===== src/verilog/muldiv_pkg.sv =====
// -----------------------------------------------
// Shared widths, RISC-V M-extension codes and
// queue and divider constants for muldiv
// -----------------------------------------------
`default_nettype none

package muldiv_pkg;

    localparam int XLEN       = 32;
    localparam int REG_ADDR_W = 5;
    localparam int FUNCT3_W   = 3;

    // -----------------------------------------------
    // Instruction encoding
    // -----------------------------------------------
    localparam logic [6:0] OPCODE_OP     = 7'b0110011;  // Register-register major opcode
    localparam logic [6:0] FUNCT7_MULDIV = 7'b0000001;  // Marks the M-extension

    localparam logic [FUNCT3_W-1:0] F3_MUL    = 3'b000;
    localparam logic [FUNCT3_W-1:0] F3_MULH   = 3'b001;
    localparam logic [FUNCT3_W-1:0] F3_MULHSU = 3'b010;
    localparam logic [FUNCT3_W-1:0] F3_MULHU  = 3'b011;
    localparam logic [FUNCT3_W-1:0] F3_DIV    = 3'b100;
    localparam logic [FUNCT3_W-1:0] F3_DIVU   = 3'b101;
    localparam logic [FUNCT3_W-1:0] F3_REM    = 3'b110;
    localparam logic [FUNCT3_W-1:0] F3_REMU   = 3'b111;
    localparam int                  F3_DIV_BIT = 2;  // Set for the divide group

    // -----------------------------------------------
    // Queue and divider
    // -----------------------------------------------
    localparam int QUEUE_DEPTH = 4;
    localparam int QUEUE_PTR_W = 2;
    localparam int DIV_STEPS   = 32;
    localparam int DIV_CNT_W   = 5;

    localparam logic [1:0] DIV_ST_IDLE  = 2'd0;
    localparam logic [1:0] DIV_ST_CHECK = 2'd1;  // Divisor test and magnitudes
    localparam logic [1:0] DIV_ST_EXEC  = 2'd2;  // Shift-subtract steps
    localparam logic [1:0] DIV_ST_RET   = 2'd3;  // Result valid

endpackage

`default_nettype wire


===== src/verilog/muldiv_op_if.sv =====
// -----------------------------------------------
// One decoded M-extension operation passed
// between the decoder, the queue and the sequencer
// -----------------------------------------------
`timescale 1ns/1ns
`default_nettype none

interface muldiv_op_if;

    logic                              valid;   // Strobe or level, per link
    logic [muldiv_pkg::FUNCT3_W-1:0]   funct3;
    logic [muldiv_pkg::REG_ADDR_W-1:0] rd;
    logic [muldiv_pkg::XLEN-1:0]       src1;
    logic [muldiv_pkg::XLEN-1:0]       src2;

    modport src (output valid, output funct3, output rd, output src1, output src2);
    modport dst (input valid, input funct3, input rd, input src1, input src2);

endinterface

`default_nettype wire


===== src/verilog/muldiv_decode.sv =====
// -----------------------------------------------
// Request decoder: registers each strobed word,
// pushes M-extension operations, flags the rest
// -----------------------------------------------
`timescale 1ns/1ns
`default_nettype none

module muldiv_decode (
    input  logic                        clk_i,
    input  logic                        rst_i,
    input  logic                        req_valid_i,
    input  logic [muldiv_pkg::XLEN-1:0] req_ir_i,
    input  logic [muldiv_pkg::XLEN-1:0] req_src1_i,
    input  logic [muldiv_pkg::XLEN-1:0] req_src2_i,
    output logic                        illegal_o,
    muldiv_op_if.src                    push_o
);
    import muldiv_pkg::*;

    logic is_muldiv;

    // OP major opcode with the M-extension funct7
    assign is_muldiv = (req_ir_i[6:0] == OPCODE_OP) && (req_ir_i[31:25] == FUNCT7_MULDIV);

    always_ff @(posedge clk_i) begin
        if (rst_i) begin
            push_o.valid <= 1'b0;
            illegal_o    <= 1'b0;
        end else begin
            push_o.valid <= req_valid_i & is_muldiv;   // One-cycle push
            illegal_o    <= req_valid_i & ~is_muldiv;  // One-cycle reject
        end
    end

    // Operation fields, only meaningful with push_o.valid
    always_ff @(posedge clk_i) begin
        if (req_valid_i) begin
            push_o.funct3 <= req_ir_i[14:12];
            push_o.rd     <= req_ir_i[11:7];
            push_o.src1   <= req_src1_i;
            push_o.src2   <= req_src2_i;
        end
    end

endmodule

`default_nettype wire


===== src/verilog/muldiv_queue.sv =====
// -----------------------------------------------
// Circular request FIFO between decoder and
// sequencer, with a sticky overflow flag
// -----------------------------------------------
`timescale 1ns/1ns
`default_nettype none

module muldiv_queue (
    input  logic      clk_i,
    input  logic      rst_i,
    muldiv_op_if.dst  push_i,
    muldiv_op_if.src  head_o,
    input  logic      pop_i,
    output logic      overflow_o
);
    import muldiv_pkg::*;

    logic [FUNCT3_W-1:0]   funct3_mem [QUEUE_DEPTH];
    logic [REG_ADDR_W-1:0] rd_mem     [QUEUE_DEPTH];
    logic [XLEN-1:0]       src1_mem   [QUEUE_DEPTH];
    logic [XLEN-1:0]       src2_mem   [QUEUE_DEPTH];
    logic [QUEUE_PTR_W-1:0] wr_ptr;
    logic [QUEUE_PTR_W-1:0] rd_ptr;
    logic [QUEUE_PTR_W:0]   count;
    logic                   full;
    logic                   do_push;
    logic                   do_pop;
    logic                   drop;

    assign full    = (count == (QUEUE_PTR_W+1)'(QUEUE_DEPTH));
    assign do_pop  = pop_i & (count != '0);
    assign do_push = push_i.valid & (~full | do_pop);  // Full queue frees a slot on pop
    assign drop    = push_i.valid & full & ~do_pop;

    // Head entry shown continuously
    assign head_o.valid  = (count != '0);
    assign head_o.funct3 = funct3_mem[rd_ptr];
    assign head_o.rd     = rd_mem[rd_ptr];
    assign head_o.src1   = src1_mem[rd_ptr];
    assign head_o.src2   = src2_mem[rd_ptr];

    always_ff @(posedge clk_i) begin
        if (do_push) begin
            funct3_mem[wr_ptr] <= push_i.funct3;
            rd_mem[wr_ptr]     <= push_i.rd;
            src1_mem[wr_ptr]   <= push_i.src1;
            src2_mem[wr_ptr]   <= push_i.src2;
        end
    end

    always_ff @(posedge clk_i) begin
        if (rst_i) begin
            wr_ptr     <= '0;
            rd_ptr     <= '0;
            count      <= '0;
            overflow_o <= 1'b0;
        end else begin
            if (do_push) wr_ptr <= wr_ptr + 1'b1;  // Wraps at QUEUE_DEPTH
            if (do_pop) rd_ptr <= rd_ptr + 1'b1;
            case ({do_push, do_pop})
                2'b10:   count <= count + 1'b1;
                2'b01:   count <= count - 1'b1;
                default: count <= count;
            endcase
            if (drop) overflow_o <= 1'b1;  // Held until reset
        end
    end

endmodule

`default_nettype wire


===== src/verilog/mul_unit.sv =====
// -----------------------------------------------
// Two-stage multiplier for MUL, MULH, MULHSU and
// MULHU, done two cycles after start
// -----------------------------------------------
`timescale 1ns/1ns
`default_nettype none

module mul_unit (
    input  logic                            clk_i,
    input  logic                            rst_i,
    input  logic                            start_i,
    input  logic [muldiv_pkg::FUNCT3_W-1:0] funct3_i,
    input  logic [muldiv_pkg::XLEN-1:0]     src1_i,
    input  logic [muldiv_pkg::XLEN-1:0]     src2_i,
    output logic                            done_o,
    output logic [muldiv_pkg::XLEN-1:0]     rslt_o
);
    import muldiv_pkg::*;

    logic                     src1_signed;
    logic                     src2_signed;
    logic signed [XLEN:0]     op_a;       // 33-bit extended operands
    logic signed [XLEN:0]     op_b;
    logic signed [2*XLEN+1:0] full_prod;
    logic [2*XLEN-1:0]        prod;
    logic                     is_high;
    logic                     stage1_v;
    logic                     stage2_v;

    always_comb begin
        src1_signed = 1'b0;  // MUL and MULHU
        src2_signed = 1'b0;
        case (funct3_i)
            F3_MULH: begin
                src1_signed = 1'b1;
                src2_signed = 1'b1;
            end
            F3_MULHSU: src1_signed = 1'b1;
            default: ;
        endcase
    end

    assign full_prod = op_a * op_b;

    always_ff @(posedge clk_i) begin
        if (start_i) begin
            op_a    <= {src1_signed & src1_i[XLEN-1], src1_i};
            op_b    <= {src2_signed & src2_i[XLEN-1], src2_i};
            is_high <= (funct3_i != F3_MUL);
        end
        if (stage1_v) prod <= full_prod[2*XLEN-1:0];
    end

    always_ff @(posedge clk_i) begin
        if (rst_i) begin
            stage1_v <= 1'b0;
            stage2_v <= 1'b0;
        end else begin
            stage1_v <= start_i;
            stage2_v <= stage1_v;
        end
    end

    assign done_o = stage2_v;
    assign rslt_o = is_high ? prod[2*XLEN-1:XLEN] : prod[XLEN-1:0];

endmodule

`default_nettype wire


===== src/verilog/div_unit.sv =====
// -----------------------------------------------
// Restoring divider, one quotient bit per cycle,
// with sign fix-up and a divide-by-zero shortcut
// -----------------------------------------------
`timescale 1ns/1ns
`default_nettype none

module div_unit (
    input  logic                            clk_i,
    input  logic                            rst_i,
    input  logic                            start_i,
    input  logic [muldiv_pkg::FUNCT3_W-1:0] funct3_i,
    input  logic [muldiv_pkg::XLEN-1:0]     src1_i,
    input  logic [muldiv_pkg::XLEN-1:0]     src2_i,
    output logic                            done_o,
    output logic [muldiv_pkg::XLEN-1:0]     rslt_o
);
    import muldiv_pkg::*;

    logic [1:0]           state;
    logic [DIV_CNT_W-1:0] cnt;
    logic [XLEN-1:0]      remainder;  // Holds the raw dividend until CHECK
    logic [XLEN-1:0]      quotient;
    logic [XLEN-1:0]      divisor;
    logic                 is_signed;
    logic                 is_rem;
    logic                 dividend_neg;  // Also the remainder sign
    logic                 divisor_neg;
    logic                 quot_neg;
    logic [XLEN:0]        shifted;
    logic [XLEN:0]        diff;
    logic                 q_bit;

    assign is_signed = (funct3_i == F3_DIV) || (funct3_i == F3_REM);

    // -----------------------------------------------
    // One shift-subtract step
    // -----------------------------------------------
    assign shifted = {remainder, quotient[XLEN-1]};
    assign diff    = shifted - {1'b0, divisor};
    assign q_bit   = ~diff[XLEN];  // No borrow, divisor fits

    always_ff @(posedge clk_i) begin
        if (rst_i) begin
            state <= DIV_ST_IDLE;
        end else begin
            case (state)
                DIV_ST_IDLE:  if (start_i) state <= DIV_ST_CHECK;
                DIV_ST_CHECK: state <= (divisor == '0) ? DIV_ST_RET : DIV_ST_EXEC;
                DIV_ST_EXEC:  if (cnt == '0) state <= DIV_ST_RET;
                default:      state <= DIV_ST_IDLE;
            endcase
        end
    end

    always_ff @(posedge clk_i) begin
        if (state == DIV_ST_IDLE && start_i) begin
            remainder    <= src1_i;
            divisor      <= src2_i;
            is_rem       <= (funct3_i == F3_REM) || (funct3_i == F3_REMU);
            dividend_neg <= is_signed & src1_i[XLEN-1];
            divisor_neg  <= is_signed & src2_i[XLEN-1];
            quot_neg     <= is_signed & (src1_i[XLEN-1] ^ src2_i[XLEN-1]);
        end else if (state == DIV_ST_CHECK) begin
            if (divisor == '0) begin
                quotient     <= '1;    // All ones, remainder keeps the dividend
                quot_neg     <= 1'b0;
                dividend_neg <= 1'b0;
            end else begin
                remainder <= '0;
                quotient  <= dividend_neg ? -remainder : remainder;
                divisor   <= divisor_neg ? -divisor : divisor;
            end
            cnt <= DIV_CNT_W'(DIV_STEPS - 1);
        end else if (state == DIV_ST_EXEC) begin
            remainder <= q_bit ? diff[XLEN-1:0] : shifted[XLEN-1:0];
            quotient  <= {quotient[XLEN-2:0], q_bit};
            cnt       <= cnt - 1'b1;
        end
    end

    // Most negative by -1 falls out as 0x80000000, remainder 0
    always_comb begin
        if (is_rem) begin
            rslt_o = dividend_neg ? -remainder : remainder;
        end else begin
            rslt_o = quot_neg ? -quotient : quotient;
        end
    end

    assign done_o = (state == DIV_ST_RET);

endmodule

`default_nettype wire


===== src/verilog/muldiv_exec.sv =====
// -----------------------------------------------
// Execution sequencer: pops one queued operation,
// runs it on the multiplier or the divider and
// returns the registered response
// -----------------------------------------------
`timescale 1ns/1ns
`default_nettype none

module muldiv_exec (
    input  logic                              clk_i,
    input  logic                              rst_i,
    muldiv_op_if.dst                          head_i,
    output logic                              pop_o,
    output logic                              resp_valid_o,
    output logic [muldiv_pkg::REG_ADDR_W-1:0] resp_rd_o,
    output logic [muldiv_pkg::XLEN-1:0]       resp_rslt_o
);
    import muldiv_pkg::*;

    logic                  busy;
    logic                  mul_start;
    logic                  div_start;
    logic                  mul_done;
    logic                  div_done;
    logic                  unit_done;
    logic [XLEN-1:0]       mul_rslt;
    logic [XLEN-1:0]       div_rslt;
    logic [REG_ADDR_W-1:0] rd_q;  // Destination of the operation in flight

    assign pop_o     = head_i.valid & ~busy;
    assign div_start = pop_o & head_i.funct3[F3_DIV_BIT];
    assign mul_start = pop_o & ~head_i.funct3[F3_DIV_BIT];
    assign unit_done = mul_done | div_done;

    mul_unit mul_unit_inst (
        .clk_i    (clk_i),
        .rst_i    (rst_i),
        .start_i  (mul_start),
        .funct3_i (head_i.funct3),
        .src1_i   (head_i.src1),
        .src2_i   (head_i.src2),
        .done_o   (mul_done),
        .rslt_o   (mul_rslt)
    );

    div_unit div_unit_inst (
        .clk_i    (clk_i),
        .rst_i    (rst_i),
        .start_i  (div_start),
        .funct3_i (head_i.funct3),
        .src1_i   (head_i.src1),
        .src2_i   (head_i.src2),
        .done_o   (div_done),
        .rslt_o   (div_rslt)
    );

    always_ff @(posedge clk_i) begin
        if (rst_i) begin
            busy         <= 1'b0;
            resp_valid_o <= 1'b0;
        end else begin
            if (pop_o) busy <= 1'b1;
            else if (unit_done) busy <= 1'b0;  // Next pop one cycle later
            resp_valid_o <= unit_done;
        end
    end

    always_ff @(posedge clk_i) begin
        if (pop_o) rd_q <= head_i.rd;
        if (unit_done) begin
            resp_rd_o   <= rd_q;
            resp_rslt_o <= mul_done ? mul_rslt : div_rslt;
        end
    end

endmodule

`default_nettype wire


===== src/verilog/muldiv_top.sv =====
// -----------------------------------------------
// M-extension execution block top level
// -----------------------------------------------
`timescale 1ns/1ns
`default_nettype none

module muldiv_top (
    input  logic                              clk_i,
    input  logic                              rst_i,
    input  logic                              req_valid_i,
    input  logic [muldiv_pkg::XLEN-1:0]       req_ir_i,
    input  logic [muldiv_pkg::XLEN-1:0]       req_src1_i,
    input  logic [muldiv_pkg::XLEN-1:0]       req_src2_i,
    output logic                              illegal_o,
    output logic                              overflow_o,
    output logic                              resp_valid_o,
    output logic [muldiv_pkg::REG_ADDR_W-1:0] resp_rd_o,
    output logic [muldiv_pkg::XLEN-1:0]       resp_rslt_o
);

    logic pop;  // Sequencer takes the queue head

    muldiv_op_if push_if ();
    muldiv_op_if head_if ();

    muldiv_decode decode_inst (
        .clk_i       (clk_i),
        .rst_i       (rst_i),
        .req_valid_i (req_valid_i),
        .req_ir_i    (req_ir_i),
        .req_src1_i  (req_src1_i),
        .req_src2_i  (req_src2_i),
        .illegal_o   (illegal_o),
        .push_o      (push_if)
    );

    muldiv_queue queue_inst (
        .clk_i      (clk_i),
        .rst_i      (rst_i),
        .push_i     (push_if),
        .head_o     (head_if),
        .pop_i      (pop),
        .overflow_o (overflow_o)
    );

    muldiv_exec exec_inst (
        .clk_i        (clk_i),
        .rst_i        (rst_i),
        .head_i       (head_if),
        .pop_o        (pop),
        .resp_valid_o (resp_valid_o),
        .resp_rd_o    (resp_rd_o),
        .resp_rslt_o  (resp_rslt_o)
    );

endmodule

`default_nettype wire


===== config.mk =====
export PLATFORM = sky130hd
export DESIGN_NAME = muldiv_top
export DESIGN_NICKNAME = d
export VERILOG_FILES = /design/src/verilog/muldiv_pkg.sv /design/src/verilog/muldiv_op_if.sv /design/src/verilog/muldiv_decode.sv /design/src/verilog/muldiv_queue.sv /design/src/verilog/mul_unit.sv /design/src/verilog/div_unit.sv /design/src/verilog/muldiv_exec.sv /design/src/verilog/muldiv_top.sv
export SDC_FILE = /design/constraint.sdc
export NUM_CORES = 2
export LEC_CHECK = 0
export BUFFER_PORTS_ARGS = -buffer_cell sky130_fd_sc_hd__buf_2
export CAP_MARGIN = 25
export CORE_MARGIN = 3
export CORE_UTILIZATION = 57
export CTS_CLUSTER_SIZE = 8
export DETAILED_ROUTE_END_ITERATION = 10
export GPL_ROUTABILITY_DRIVEN = 0
export PLACE_DENSITY = 0.74
export SYNTH_ARGS = -nofsm -noshare
export SYNTH_HDL_FRONTEND = slang
export SYNTH_SLANG_ARGS = --single-unit

===== constraint.sdc =====
create_clock -name clk_i -period 10.3 [get_ports clk_i]
set_clock_uncertainty 0.2 [all_clocks]
set_input_delay 1.03 -clock clk_i [delete_from_list [all_inputs] [get_ports clk_i]]
set_output_delay 1.03 -clock clk_i [all_outputs]
set_load 0.02 [all_outputs]

# Yosys cells after proc, flatten, opt, wreduce, memory -nomap -nowiden
# Memories as Yosys holds them, arrays and structs flattened. A register that Yosys moved wholly into a read port is not among the register bits.
# Cells that the tools add are included.
# Widths: inputs -> output; s select.
# totals
memories	4
register_bits	361
out_inout_bits	40
elab_cells	145
mem_bits_rw	288
input_bits	99
# classes
reduce_logical	22
n_bitwise	24
addsub	9
mul	1
muxes	39
n_eq_ne	17
# memory_table
name	words	word_bits	rd	rd_ports_with_merged_regs	wr	line	text
queue_inst.src1_mem	4	32	1	1	1	muldiv_queue.sv:20	logic [XLEN-1:0] src1_mem [QUEUE_DEPTH];
queue_inst.src2_mem	4	32	1	1	1	muldiv_queue.sv:21	logic [XLEN-1:0] src2_mem [QUEUE_DEPTH];
queue_inst.rd_mem	4	5	1	1	1	muldiv_queue.sv:19	logic [REG_ADDR_W-1:0] rd_mem [QUEUE_DEPTH];
queue_inst.funct3_mem	4	3	1	1	1	muldiv_queue.sv:18	logic [FUNCT3_W-1:0] funct3_mem [QUEUE_DEPTH];
# ops
operator	count
$mux 32	17
$neg 32->32	3
$mul 33x33->64	1
$sub 33x32->33	1
$logic_not 32->1	1
$mux 2	8
$and 1x1->1	14
$eq 3x3->1 const B	4
$reduce_bool 2->1	6
$mux 1	11
$reduce_bool 3->1	3
$reduce_and 2->1	4
$eq 7x1->1 const B	1
$eq 7x6->1 const B	1
$not 1->1	7
$eq 2x2->1 const B	3
$ne 2x2->1 const B	3
$pmux 2 s3	1
$pmux 3 s2	1
$logic_not 5->1	1
$mux 5	1
$sub 5x1->5 const B	1
$add 2x1->2 const B	2
$eq 2x1->1 const B	2
other kinds (12)	15

# Depth between registers and ports, before layout
# depth
word_depth	7
depth_mapped	29
mapped_depth_nobuf	27

# Hierarchy
# Synthesis repeated with hierarchy kept, for this count alone.
# hier_totals
hier_cells	6034
hier_area_um2	67101.9
# modules_own_cells
module	cells_each	instances	seq_area_each_um2	area_each_um2
mul_unit	4333	1	3973.8	42718.5
muldiv_queue	447	1	8848.5	10968.0
div_unit	1084	1	3193.1	9256.4
muldiv_decode	82	1	2202.1	2268.4
muldiv_exec	88	1	1301.2	1890.6

# Least setup slack after synthesis
# OpenSTA, ideal clock, no wires.
# synth_path
path_kind	register to register
start	reg exec_inst.mul_unit_inst.op_a[32]
end	reg exec_inst.mul_unit_inst.prod[63] (data pin)
setup_slack_ns	2.349
path_stages_with_launch	25
arrival_ns	7.577
required_ns	9.926
n_path_buf	1
setup_ns	0.174
synth_period_minus_slack_ns	7.951
path_cell_list	edfxtp_1 > clkbuf_1 > nand2_1 > inv_1 > fa_1 > inv_1 > fa_1 > inv_1 > fa_1 > fa_1 > inv_1 > fa_1 > fa_1 > fa_1 > fa_1 > inv_1 > ha_1 > a21o_1 > a21o_1 > a221o_1 > a21oi_1 > o21ai_0 > a211oi_1 > nor2_1 > a311oi_1
# synth_via
elab_chain_len	1
# synth_lines
item	line	text
start, declared	mul_unit.sv:22	logic signed [XLEN:0] op_a;
start signal, assigned	mul_unit.sv:47	op_a <= {src1_signed & src1_i[XLEN-1], src1_i};
$mul 33x33->64	mul_unit.sv:43	assign full_prod = op_a * op_b;
net exec_inst.mul_unit_inst.full_prod[63]	mul_unit.sv:24	logic signed [2*XLEN+1:0] full_prod;
end signal, assigned	mul_unit.sv:51	if (stage1_v) prod <= full_prod[2*XLEN-1:0];
end, declared	mul_unit.sv:25	logic [2*XLEN-1:0] prod;
# The timed path passes the listed nets, and every way through them passes these cells.
# A chain may end at the register's enable or synchronous reset.

# Worst setup path in the final report
# layout_path
start	reg exec_inst.mul_unit_inst.op_a[19]
end	reg exec_inst.mul_unit_inst.prod[63] (data pin)
# The elaborated chain is that of the path after synthesis.

==> metrics.yaml <==
floorplan:
  die_w_um: 346.5
  fp.dieH_um: 346.5
  start_util: 0.5763
  ios: 139
  rows: 124
  die_area_um2: 120000
  core-area_um2: 114700
yosys:
  synth-seq-area-share: 0.2954
  yosysWarnings: 0
  ys_types: 89
  synth.top_cell.area_share: 0.3415
  avgSynthCellArea_um2: 11.10
  yosysMostFrequentCell: "inv_1"
  syn_nets: 7438
  ys_ff_latch: 656
  synth_edf_count: 638
  synthTopCellsByCount: "inv_1, fa_1, nand2_1"
  syn_area_um2: 66070
  ys_top_cells_by_area: "fa_1, edfxtp_1, inv_1"
  async_reset_ff_frac: 0
  synth_ff_type: "edfxtp_1"
  synthCells: 5954
  yosys.area.top_type: "fa_1"
setup_path:
  crit_type: "reg -> reg"
  path_cells: "buf_4 > and2_1 > fa_1 > fa_1 > inv_1 > fa_1 > inv_1 > fa_1 > fa_1 > fa_1 > fa_1 > inv_1 > fa_1 > inv_1 > ha_1 > a211oi_1 > o21ai_0 > a221oi_1 > o21ai_0 > a21oi_1 > o21ai_0 > a211oi_1 > nor2_1 > a311oi_1"
  cp-start-kind: "register"
  worst-path-max-fanout: 18
  crit_arrival_ns: 9.55
  worst_path_most_repeated_cell: "fa_1"
  crit_path_end_kind: "register"
  cp-startpoint: "exec_inst.mul_unit_inst.op_a[19]"
  r2r-start: "exec_inst.mul_unit_inst.op_a[19]"
  required_ns: 10.56
  cp_slowest_cell: "edfxtp_1"
  worst_path_largest_cell_delay_ns: 1.02
cells_and_area:
  fillerInstances: 8805
  fin_nets: 7503
  final_cell_area_um2: 71500
  multiInputGateArea_um2: 41050
  regArea_um2: 19530
  drive_gt1_frac: 0.07970
  finalNonFillerCells: 7591
  area_growth_pct: 8.207
global_route:
  grt_pass1_vias: 46803
  grt_start_max_net_pins: 74
  grt_use_total: 0.2784
  antenna_found_initial: 16
  grt_util_met3: 0.03790
  use_met1: 0.3540
  grt_overflow: 0
  busiest_layer: "met2"
  grt_pass1_wl_um: 259100
  gr-usage-met2: 0.4785
timing:
  worst_slack_ns: 1.010
  setup_viol: 0
  worstMarginPinSlew_ns: 1.103
  slew_headroom: 0.2645
  fin_crit_ns: 9.290
  tns_ns: 0
  rsz0062_at_grt: "no"
  finalHoldViolCount: 0
  fmax_mhz: 107.6
  min_period_over_period: 0.9019
  slew_violations: 0
place:
  dpl_cell_area_um2: 68620
  place_inst: 7428
  dp_hpwl_um: 127700
  portBuffers: 128
  pre_cts_slack_ns: 1.107
route:
  vias_per_cell: 5.689
  post_drt_wl_per_cell_um: 21.41
  post-route-drc-count: 0
  first_pass_iters: 6
  drtAntennaViolNets: 0
  num_vias: 43188
  drt_wl_total_um: 162500
  drt_iter0_markers: 3530
clocking:
  cts_hold_buf: 0
  clock_sink_count: 656
  cts_max_level: 3
  cts_tree: "yes"
  cts_made_buffers: 92
  post-cts-setup-buffers: 0
  cts_root_buffer: "clkbuf_16"
  clkLatencyLatePin_ns: 0.66
  cts_buffer_depth: 3
  cts_resized: 0
  path_clk_slew_ns: 0.05
min_path:
  hold_path.startpoint: "exec_inst.rd_q[1]"
  hold_path_class: "reg -> reg"
run:
  drv_cap: 0
outcome:
  outcome: "finished, final reports clean"
registers in the layout (all words and copies together), names as in the netlist, 5 cells and up, named ones only:
signal                             count
queue_inst.src1_mem                  128
queue_inst.src2_mem                  128
exec_inst.mul_unit_inst.prod          64
exec_inst.mul_unit_inst.op_a          33
exec_inst.mul_unit_inst.op_b          33
decode_inst.push_o.src1               32
decode_inst.push_o.src2               32
exec_inst.div_unit_inst.divisor       32
exec_inst.div_unit_inst.quotient      32
exec_inst.div_unit_inst.remainder     32
exec_inst.resp_rslt_o                 32
queue_inst.rd_mem                     20
queue_inst.funct3_mem                 12
decode_inst.push_o.rd                  5
exec_inst.div_unit_inst.cnt            5
exec_inst.rd_q                         5
exec_inst.resp_rd_o                    5
cell usage in the layout (no fill, tap or decap), drive strengths merged, types with 37 or more instances in the layout:
cell	count
a211oi	39
a21o	49
a21oi	168
and2	545
buf	259
clkbuf	138
edfxtp	638
fa	1127
ha	258
inv	1177
mux4	72
nand2	659
nand4	41
nor2	177
nor2b	38
nor3	37
o21ai	84
xnor2	136
xor2	60
metrics by stage:
| step | hold slack (ns) | utilization |
|---|---|---|
| after floorplan | 0.2003 | - |
| after global placement | 0.2010 | 0.5962 |
| after detailed placement | 0.2061 | 0.5985 |
| after CTS | 0.2202 | 0.6215 |
| after global routing | 0.2330 | 0.6235 |
| final | 0.2144 | 0.6236 |
final cells by class:
| type | instances | share of cell area |
|---|---|---|
| Multi-Input combinational cell | 3837 | 0.5741 |
| Sequential cell | 656 | 0.2731 |
| Inverter | 1173 | 0.06158 |
| Clock buffer | 138 | 0.03461 |
| Timing Repair Buffer | 259 | 0.02768 |
| Tap cell | 1512 | 0.02646 |
| Clock inverter | 10 | 0.002240 |
| Antenna cell | 6 | 0.0002100 |
layer usage:
layer  part of all wire  wire (um)
met1               0.38      61070
met2               0.51      82370
met4              0.050       8173
met5            0.00028         46
met3              0.067      10880
path summary, 6_finish.rpt:
| path | slack (ns) | depth (start not counted) | to |
|---|---|---|---|
| max | 1.01 | 24 | exec_inst.mul_unit_inst.prod[63] |
| max reg2reg | 1.01 | 24 | exec_inst.mul_unit_inst.prod[63] |
| min reg2reg | 0.21 | 0 | exec_inst.resp_rd_o[1] |
| min | 0.21 | 0 | exec_inst.resp_rd_o[1] |
kinds of logic (layout without fill, tap and decap cells):
kind of cell	count (synthesis)	in the layout	share of synthesized area
compound gates	507	507	0.04967
xor+xnor	196	196	0.02598
fa+ha+maj	1385	1385	0.3903
buf+inv	1461	1580	0.08404
flops	656	656	0.2954
mux	109	109	0.03024
other cells	0	6	0
simple gates	1640	1640	0.1244
critical path: cells and delay by family (launching register included):
kind | cells | cell delay, ns
adders and majority gates | 9 | 4.36
AOI/OAI and AO/OA | 8 | 2.54
DFF | 1 | 1.02
buffers and inverters | 5 | 0.63
and+or+nand+nor | 2 | 0.31
Power is not shown: default switching activity piles up to over one toggle a cycle in this logic, so the estimate is an artifact.
